==> src/hdl/rv_settings.svh <==
`ifndef RV_SETTINGS_SVH
`define RV_SETTINGS_SVH

// machine sizes
`define RV_XLEN        32
`define RV_REG_COUNT   32

`define RV_START_ADDR  32'h0000_0000  // first fetch after reset

// instruction field positions, lsb of each field
`define RV_OPCODE_LSB  0
`define RV_RD_LSB      7
`define RV_FUNCT3_LSB  12
`define RV_RS1_LSB     15
`define RV_RS2_LSB     20

// funct7 bit that picks sub and sra
`define RV_ALT_BIT     30

`endif

==> src/hdl/rv_pkg.sv <==
`default_nettype none

`include "rv_settings.svh"

package rv_pkg;

	typedef logic [`RV_XLEN-1:0] word_t;
	typedef logic [$clog2(`RV_REG_COUNT)-1:0] reg_idx_t;

	// ~~~~~~~~~~~~~~~~~~~~~~~~~~~~~~
	// major opcodes handled by the core
	typedef enum logic [6:0] {
		OPC_LUI    = 7'b0110111,
		OPC_AUIPC  = 7'b0010111,
		OPC_JAL    = 7'b1101111,
		OPC_JALR   = 7'b1100111,
		OPC_BRANCH = 7'b1100011,
		OPC_LOAD   = 7'b0000011,
		OPC_STORE  = 7'b0100011,
		OPC_OP_IMM = 7'b0010011,
		OPC_OP     = 7'b0110011,
		OPC_FENCE  = 7'b0001111  // treated as nop
	} opcode_t;

	typedef enum logic [2:0] {
		PH_IF,
		PH_ID,
		PH_EX,
		PH_MEM,
		PH_WB,
		PH_HALT
	} phase_t;

	// ~~~~~~~~~~~~~~~~~~~~~~~~~~~~~~
	// {bit 30, funct3} of the instruction
	typedef enum logic [3:0] {
		ALU_ADD  = 4'b0000,
		ALU_SUB  = 4'b1000,
		ALU_SLL  = 4'b0001,
		ALU_SLT  = 4'b0010,
		ALU_SLTU = 4'b0011,
		ALU_XOR  = 4'b0100,
		ALU_SRL  = 4'b0101,
		ALU_SRA  = 4'b1101,
		ALU_OR   = 4'b0110,
		ALU_AND  = 4'b0111
	} alu_op_t;

	typedef enum logic [1:0] {PC_PLUS4, PC_BRANCH_TARGET, PC_JUMP, PC_JUMP_REG} pc_src_t;

	typedef enum logic [1:0] {REG_ALU, REG_IMM, REG_LINK, REG_MEM} reg_src_t;

endpackage

`default_nettype wire

==> src/hdl/rv_alu.sv <==
`timescale 1ns/1ns
`default_nettype none

module rv_alu import rv_pkg::*; (
	input  alu_op_t op,
	input  word_t   a,
	input  word_t   b,
	output word_t   y
);

	logic [4:0] shamt;

	assign shamt = b[4:0];  // rv32i shifts by 0..31

	always_comb begin
		case (op)
			ALU_ADD: y = a + b;
			ALU_SUB: y = a - b;
			ALU_SLL: y = a << shamt;
			ALU_SLT: y = word_t'($signed(a) < $signed(b));
			ALU_SLTU: y = word_t'(a < b);
			ALU_XOR: y = a ^ b;
			ALU_SRL: y = a >> shamt;
			ALU_SRA: y = $signed(a) >>> shamt;
			ALU_OR: y = a | b;
			ALU_AND: y = a & b;
			default: y = '0;  // illegal funct combinations
		endcase
	end

endmodule

`default_nettype wire

==> src/hdl/rv_control.sv <==
`timescale 1ns/1ns
`default_nettype none

module rv_control import rv_pkg::*; (
	input  logic     clk,
	input  logic     rst,
	input  opcode_t  opcode,
	input  logic     opcode_known,
	input  alu_op_t  funct_alu_op,
	input  logic     branch_negate,
	input  logic     alu_nonzero,
	input  logic     mem_ready,
	output logic     pc_write,
	output logic     ir_write,
	output logic     reg_write,
	output logic     mem_valid,
	output logic     mem_we,
	output logic     addr_from_alu,
	output logic     alu_a_is_pc,
	output logic     alu_b_is_imm,
	output logic     halted,
	output pc_src_t  pc_src,
	output reg_src_t reg_src,
	output alu_op_t  alu_op
);

	phase_t phase;
	phase_t phase_n;

	always_ff @(posedge clk) begin
		if (rst)
			phase <= PH_IF;
		else
			phase <= phase_n;
	end

	// request follows the phase, so it holds steady while memory stalls
	assign mem_valid     = (phase == PH_IF) || (phase == PH_MEM);
	assign mem_we        = (phase == PH_MEM) && (opcode == OPC_STORE);
	assign addr_from_alu = (phase == PH_MEM);
	assign halted        = (phase == PH_HALT);

	always_comb begin
		phase_n      = phase;
		pc_write     = 1'b0;
		pc_src       = PC_PLUS4;
		ir_write     = 1'b0;
		reg_write    = 1'b0;
		reg_src      = REG_ALU;
		alu_a_is_pc  = 1'b0;
		alu_b_is_imm = 1'b0;
		alu_op       = ALU_ADD;
		case (phase)
			PH_IF: begin
				ir_write = mem_ready;
				if (mem_ready)
					phase_n = PH_ID;
			end
			// ~~~~~~~~~~~~~~~~~~~~~~~~~~~~~~
			PH_ID: begin
				pc_write     = opcode_known;  // pc keeps the bad instruction on halt
				alu_a_is_pc  = 1'b1;          // old pc + imm, used by jal, auipc, branch
				alu_b_is_imm = 1'b1;
				if (!opcode_known)
					phase_n = PH_HALT;
				else if (opcode == OPC_FENCE)
					phase_n = PH_IF;
				else if (opcode == OPC_LUI || opcode == OPC_AUIPC || opcode == OPC_JAL)
					phase_n = PH_WB;
				else
					phase_n = PH_EX;
			end
			PH_EX: begin
				alu_op       = funct_alu_op;
				alu_b_is_imm = (opcode != OPC_OP) && (opcode != OPC_BRANCH);
				if (opcode == OPC_LOAD || opcode == OPC_STORE)
					phase_n = PH_MEM;
				else
					phase_n = PH_WB;
			end
			PH_MEM: begin
				alu_b_is_imm = 1'b1;  // recomputes rs1 + imm so the address holds
				if (mem_ready)
					phase_n = (opcode == OPC_LOAD) ? PH_WB : PH_IF;
			end
			// ~~~~~~~~~~~~~~~~~~~~~~~~~~~~~~
			PH_WB: begin
				phase_n   = PH_IF;
				reg_write = 1'b1;
				case (opcode)
					OPC_LUI: reg_src = REG_IMM;
					OPC_LOAD: reg_src = REG_MEM;
					OPC_JAL, OPC_JALR: begin
						reg_src  = REG_LINK;  // pc already advanced by 4
						pc_write = 1'b1;
						pc_src   = (opcode == OPC_JAL) ? PC_JUMP : PC_JUMP_REG;
					end
					OPC_BRANCH: begin
						reg_write = 1'b0;
						pc_write  = alu_nonzero != branch_negate;
						pc_src    = PC_BRANCH_TARGET;
					end
					default: reg_src = REG_ALU;  // auipc, op, op-imm
				endcase
			end
			default: phase_n = PH_HALT;  // PH_HALT waits for reset
		endcase
	end

endmodule

`default_nettype wire

==> src/hdl/rv_core.sv <==
`timescale 1ns/1ns
`default_nettype none

`include "rv_settings.svh"

module rv_core import rv_pkg::*; (
	input  logic  clk,
	input  logic  rst,
	output logic  mem_valid,
	output logic  mem_we,
	output word_t mem_addr,
	output word_t mem_wdata,
	input  word_t mem_rdata,
	input  logic  mem_ready,
	output logic  halted
);

	// control
	logic     pc_write;
	logic     ir_write;
	logic     reg_write;
	logic     addr_from_alu;
	logic     alu_a_is_pc;
	logic     alu_b_is_imm;
	pc_src_t  pc_src;
	reg_src_t reg_src;
	alu_op_t  alu_op;

	// decode
	opcode_t  opcode;
	logic     opcode_known;
	alu_op_t  funct_alu_op;
	logic     branch_negate;
	reg_idx_t rs1;
	reg_idx_t rs2;
	reg_idx_t rd;
	word_t    imm;

	// datapath
	word_t pc;
	word_t pc_next;
	word_t ir;
	word_t a_q;
	word_t b_q;
	word_t alu_out;
	word_t prev_out;  // branch target from the ID phase
	word_t mdr;
	word_t rf_rd0;
	word_t rf_rd1;
	word_t alu_a;
	word_t alu_b;
	word_t alu_y;
	word_t wb_data;
	word_t addr;

	always_ff @(posedge clk) begin
		if (rst)
			pc <= `RV_START_ADDR;
		else if (pc_write)
			pc <= pc_next;
	end

	always_ff @(posedge clk) begin
		if (ir_write)
			ir <= mem_rdata;
	end

	always_ff @(posedge clk) begin
		a_q      <= rf_rd0;
		b_q      <= rf_rd1;   // stable through MEM since ir is held
		alu_out  <= alu_y;
		prev_out <= alu_out;
		mdr      <= mem_rdata;  // holds the handshake word in WB
	end

	// ~~~~~~~~~~~~~~~~~~~~~~~~~~~~~~
	// muxes
	always_comb begin
		case (pc_src)
			PC_BRANCH_TARGET: pc_next = prev_out;
			PC_JUMP: pc_next = alu_out;
			PC_JUMP_REG: pc_next = {alu_out[`RV_XLEN-1:1], 1'b0};
			default: pc_next = pc + 4;
		endcase
	end

	always_comb begin
		case (reg_src)
			REG_IMM: wb_data = imm;
			REG_LINK: wb_data = pc;
			REG_MEM: wb_data = mdr;
			default: wb_data = alu_out;
		endcase
	end

	assign alu_a = alu_a_is_pc ? pc : a_q;
	assign alu_b = alu_b_is_imm ? imm : b_q;

	assign addr      = addr_from_alu ? alu_out : pc;
	assign mem_addr  = {addr[`RV_XLEN-1:2], 2'b00};  // word accesses only
	assign mem_wdata = b_q;

	// ~~~~~~~~~~~~~~~~~~~~~~~~~~~~~~
	rv_control u_control (
		.clk(clk), .rst(rst),
		.opcode(opcode), .opcode_known(opcode_known),
		.funct_alu_op(funct_alu_op), .branch_negate(branch_negate),
		.alu_nonzero(|alu_out), .mem_ready(mem_ready),
		.pc_write(pc_write), .ir_write(ir_write), .reg_write(reg_write),
		.mem_valid(mem_valid), .mem_we(mem_we), .addr_from_alu(addr_from_alu),
		.alu_a_is_pc(alu_a_is_pc), .alu_b_is_imm(alu_b_is_imm), .halted(halted),
		.pc_src(pc_src), .reg_src(reg_src), .alu_op(alu_op)
	);

	rv_decoder u_decoder (
		.instr(ir), .opcode(opcode), .opcode_known(opcode_known),
		.rs1(rs1), .rs2(rs2), .rd(rd), .imm(imm),
		.funct_alu_op(funct_alu_op), .branch_negate(branch_negate)
	);

	rv_alu u_alu (.op(alu_op), .a(alu_a), .b(alu_b), .y(alu_y));

	rv_regfile u_regfile (
		.clk(clk), .ra0(rs1), .ra1(rs2), .wa(rd),
		.we(reg_write), .wd(wb_data), .rd0(rf_rd0), .rd1(rf_rd1)
	);

endmodule

`default_nettype wire

==> src/hdl/rv_decoder.sv <==
`timescale 1ns/1ns
`default_nettype none

`include "rv_settings.svh"

module rv_decoder import rv_pkg::*; (
	input  word_t    instr,
	output opcode_t  opcode,
	output logic     opcode_known,
	output reg_idx_t rs1,
	output reg_idx_t rs2,
	output reg_idx_t rd,
	output word_t    imm,
	output alu_op_t  funct_alu_op,
	output logic     branch_negate
);

	logic [2:0] funct3;
	logic       alt;

	assign opcode = opcode_t'(instr[`RV_OPCODE_LSB +: 7]);
	assign rd     = instr[`RV_RD_LSB +: 5];
	assign rs1    = instr[`RV_RS1_LSB +: 5];
	assign rs2    = instr[`RV_RS2_LSB +: 5];
	assign funct3 = instr[`RV_FUNCT3_LSB +: 3];
	assign alt    = instr[`RV_ALT_BIT];

	// immediate format per opcode
	always_comb begin
		opcode_known = 1'b1;
		case (opcode)
			OPC_LUI, OPC_AUIPC: imm = {instr[31:12], 12'b0};
			OPC_JAL: imm = {{12{instr[31]}}, instr[19:12], instr[20], instr[30:21], 1'b0};
			OPC_JALR, OPC_LOAD, OPC_OP_IMM: imm = {{21{instr[31]}}, instr[30:20]};
			OPC_BRANCH: imm = {{20{instr[31]}}, instr[7], instr[30:25], instr[11:8], 1'b0};
			OPC_STORE: imm = {{21{instr[31]}}, instr[30:25], instr[11:7]};
			OPC_OP, OPC_FENCE: imm = '0;
			default: begin
				imm = '0;
				opcode_known = 1'b0;  // sends the core to halt
			end
		endcase
	end

	always_comb begin
		case (opcode)
			OPC_OP: funct_alu_op = alu_op_t'({alt, funct3});
			OPC_OP_IMM: funct_alu_op = alu_op_t'({alt & (funct3 == 3'b101), funct3}); // srai only
			OPC_BRANCH: funct_alu_op = funct3[2] ? (funct3[1] ? ALU_SLTU : ALU_SLT) : ALU_SUB;
			default: funct_alu_op = ALU_ADD;  // address and jalr target
		endcase
	end

	// beq, bge, bgeu branch on a zero compare result
	assign branch_negate = funct3[2] ? funct3[0] : ~funct3[0];

endmodule

`default_nettype wire

==> src/hdl/rv_regfile.sv <==
`timescale 1ns/1ns
`default_nettype none

`include "rv_settings.svh"

module rv_regfile import rv_pkg::*; (
	input  logic     clk,
	input  reg_idx_t ra0,
	input  reg_idx_t ra1,
	input  reg_idx_t wa,
	input  logic     we,
	input  word_t    wd,
	output word_t    rd0,
	output word_t    rd1
);

	word_t regs [`RV_REG_COUNT];

	always_ff @(posedge clk) begin
		if (we && wa != '0)
			regs[wa] <= wd;
	end

	// x0 is never written, so read it as zero here
	assign rd0 = (ra0 == '0) ? '0 : regs[ra0];
	assign rd1 = (ra1 == '0) ? '0 : regs[ra1];

endmodule

`default_nettype wire

==> config.mk <==
export PLATFORM = sky130hd
export DESIGN_NAME = rv_core
export DESIGN_NICKNAME = d
export VERILOG_FILES = /design/src/hdl/rv_pkg.sv /design/src/hdl/rv_alu.sv /design/src/hdl/rv_control.sv /design/src/hdl/rv_core.sv /design/src/hdl/rv_decoder.sv /design/src/hdl/rv_regfile.sv
export VERILOG_INCLUDE_DIRS = /design/src /design/src/hdl
export SDC_FILE = /design/constraint.sdc
export NUM_CORES = 2
export LEC_CHECK = 0
export ABC_CLOCK_PERIOD_IN_PS = 6330
export BUFFER_PORTS_ARGS = -buffer_cell sky130_fd_sc_hd__buf_2
export CAP_MARGIN = 15
export CORE_ASPECT_RATIO = 0.75
export CORE_MARGIN = 1
export CORE_UTILIZATION = 45
export DETAILED_ROUTE_END_ITERATION = 7
export HOLD_SLACK_MARGIN = 0.06
export SYNTH_ARGS = -nofsm -noshare
export SYNTH_HDL_FRONTEND = slang
export SYNTH_SLANG_ARGS = --single-unit
==> constraint.sdc <==
create_clock -name clk -period 6.33 [get_ports clk]
set_input_delay 1.266 -clock clk [delete_from_list [all_inputs] [get_ports clk]]
set_output_delay 1.266 -clock clk [all_outputs]
set_load 0.1 [all_outputs]
==> reports/metrics.csv <==
metric;value;unit
FFs w/ async S/R, synth;0;%
CTS Hold Buffers Added;0;
FMAX;0.174;GHz
final period utilization;90.6;%
PortBufs;99;
critical path capture point type;flip-flop;
# rows;120;
Reg clk slew, reported paths;0.07;ns
number of global-route vias before repair;42900;
setup TNS;0;ns
cts bufs inserted;131;
antenna violations before repair;11;
DRC Markers;0;
clk_lat worst skew;0.80;ns
critical path class;reg -> reg;
drt pass-1 iters;6;
CP max-delay cell;or4_1;
Clock Path Buffers;3;
CTS sink cnt;1251;
share of cells above drive strength 1;28.8;%
HP Start;alu_out[13];
# setup viols final;0;
Initial DRC Count;7445;
core area;143000;sq um
first-pass GRT wire length;350000;um
Seq/Total Area, Yosys;54.8;%
Die ar.;146000;sq um
final core occ;51.1;%
Die W;441;um
R2R cell count;15;
Netlist cell types;104;
Critical Path, Cell by Cell;nor3b_2, buf_12, mux2i_1, inv_1, ha_1, inv_1, nor3_1, nand4_1, and4b_1, or4_1, a21oi_1, o41ai_1, o21ai_0, o221a_2, o211ai_1;
Final nets;4628;
worst vdd ir;272;uV
vias per cell;7.02;
R2R Path Start;u_control.phase[0];
Mapped Avg Cell Area;14.9;sq um
Netlist Area Pre-Place;65000;sq um
Final ANT Viol Nets;0;
largest net degree at the start of global routing;137;
aggregate global-route resource usage;35.0;%
total grt overflow;0;
Post-synth EDFFs;1056;
Routed WL per cell;39.3;um
Seq cells post-synth;1251;
largest area contributor in the netlist;edfxtp_1;
Die Ht;331;um
area grow syn2layout;12.5;%
CTS tree;yes;
Setup Buffers After CTS;0;
Worst setup SP type;flip-flop;
worst reg2reg endpoint;alu_out[30];
hold endpoint;prev_out[13];
Final min period;5.74;ns
Static Leak;24.5;nW
I/O pins;102;
synth top area cells;edfxtp_1, mux4_2, dfxtp_1;
Initial Utilization;45.4;%
actual slew at the worst max-slew pin;1.29;ns
CTS Root Cell;clkbuf_16;
Top delay family on crit path;simple AND/OR/NAND/NOR gates;
max_cap viols;0;
dpl hpwl;170000;um
# H-tree levels;4;
status;finished clean;
worst rel slew slack;14.0;%
Post-CTS Resized;0;
CP dominant cell by count;inv_1;
ys flop type;edfxtp_1;
critical path data required time;6.99;ns
Fin. Hold Viols;0;
crit path buf inv count;3;
Hold Crit Depth;0;
worst reg2reg setup slack;0.59;ns
Mapped Cells;4353;
Final Wtd Congestion;1.09;
Pwr Density;362;nW/um^2
Final Total Pwr;0.0264;W
Fin Clk Skew;0.0369;ns
via count;45500;
final wirelength;255000;um
RSZ-0062 raised after global routing;false;
Max stage delay on crit path;0.62;ns
share of the synthesized area in the top cell type;48.8;%
Max Slew Vio Count;0;
Hold Crit Class;reg -> reg;
Synth Warn #;0;
Worst Path Arrival;6.39;ns
worst-path maximum fanout;34;
==> layout by cell type (no fill, tap or decap), types with 35 or more instances in the layout <==
| cell | Yosys | final |
|---|---|---|
| a211oi_1 | 35 | 35 |
| a21oi_1 | 240 | 208 |
| a22oi_1 | 48 | 48 |
| buf_2 | 40 | 99 |
| buf_4 | 9 | 203 |
| clkbuf_16 | 0 | 136 |
| dfxtp_1 | 195 | 195 |
| edfxtp_1 | 1056 | 1056 |
| ha_1 | 106 | 106 |
| inv_1 | 113 | 113 |
| mux2_2 | 44 | 44 |
| mux2i_1 | 121 | 121 |
| mux4_2 | 644 | 644 |
| nand2_1 | 178 | 178 |
| nand3_1 | 66 | 66 |
| nor2_1 | 351 | 315 |
| nor3_1 | 65 | 64 |
| o211ai_1 | 41 | 41 |
| o21ai_0 | 155 | 154 |
==> layer usage <==
layer  routed length [um]  track usage [%]  up-vias
li1                     -                -    18100
met1               107000             52.3    23800
met2               107000             48.4     3093
met3                29000             8.57      507
met4                12300             15.4       14
met5                   96                0        -
==> where the power goes <==
part / internal, W / switching, W / total (W)
clock: 0.00420 / 0.00342 / 0.00762
combinational: 0.00234 / 0.00546 / 0.00781
sequential: 0.0104 / 0.000666 / 0.0110
total: 0.0169 / 0.00955 / 0.0264
==> cells by family (layout without fill, tap and decap cells) <==
family,count (synthesis),count (layout),share of synthesized area (%)
other,1,40,0.00577
flip-flops,1251,1251,54.8
adder cells (fa/ha/maj),108,108,2.10
AO/OA/AOI/OAI,865,865,9.04
XOR/XNOR,14,14,0.189
AND/OR/NAND/NOR,826,826,5.85
multiplexers,811,811,25.0
buffers and inverters,477,681,3.00
==> area by class of cell <==
cell class              count  area (sq um)
fillers                 12000         69900
repair buffers            325          2470
flip-flops and latches   1251         35600
clock inverters            71           616
well taps                1891          2370
inverters                 118           443
clock buffers             167          3590
diodes                      6          15.0
multi-input cells        2658         28000
==> registers in the layout, summed over array words and instances, names as in the netlist <==
register         count
u_regfile.regs    1024
mem_wdata           32
ir                  32
prev_out            32
mdr                 32
alu_out             32
pc                  32
a_q                 32
u_control.phase      3
==> cells in the mapped netlist, types with 19 or more instances <==
master,count
o221ai_1,21
a221oi_1,23
nor2b_1,21
nor3_1,65
o32ai_1,26
ha_1,106
inv_1,113
nor4_1,25
o22ai_1,23
mux2i_1,121
edfxtp_1,1056
nor2_1,351
nand3_1,66
a31oi_1,25
o21ai_0,155
mux2_2,44
a222oi_1,27
a22oi_1,48
dfxtp_1,195
and3_1,19
nand2_1,178
o211ai_1,41
buf_1,78
clkbuf_1,222
a21o_1,19
a21oi_1,240
a211oi_1,35
mux4_2,644
buf_2,40
==> how the worst max path moves through the flow <==
| stage | from | endpoint | slack [ns] | cells past startpoint |
|---|---|---|---|---|
| after floorplan | ir[5] | alu_out[18] | 1.18 | 22 |
| after global placement | ir[2] | alu_out[30] | 0.86 | 16 |
| after detailed placement | ir[2] | alu_out[27] | 0.81 | 16 |
| after CTS | ir[2] | alu_out[27] | 0.82 | 16 |
| after global routing | ir[2] | alu_out[27] | 0.32 | 16 |
| final | u_control.phase[0] | alu_out[30] | 0.59 | 15 |
==> stage by stage <==
stage	area [sq um]	setup WS (ns)	hold WS [ns]	std cells
after floorplan	65100	1.18	0.364	4386
after global placement	68700	0.859	0.433	6237
after detailed placement	68800	0.810	0.437	6241
after CTS	73000	0.817	0.444	6479
after global routing	73100	0.322	0.463	6481
final	73100	0.594	0.450	6487
No activity file was read; power rests on OpenSTA's default activity.
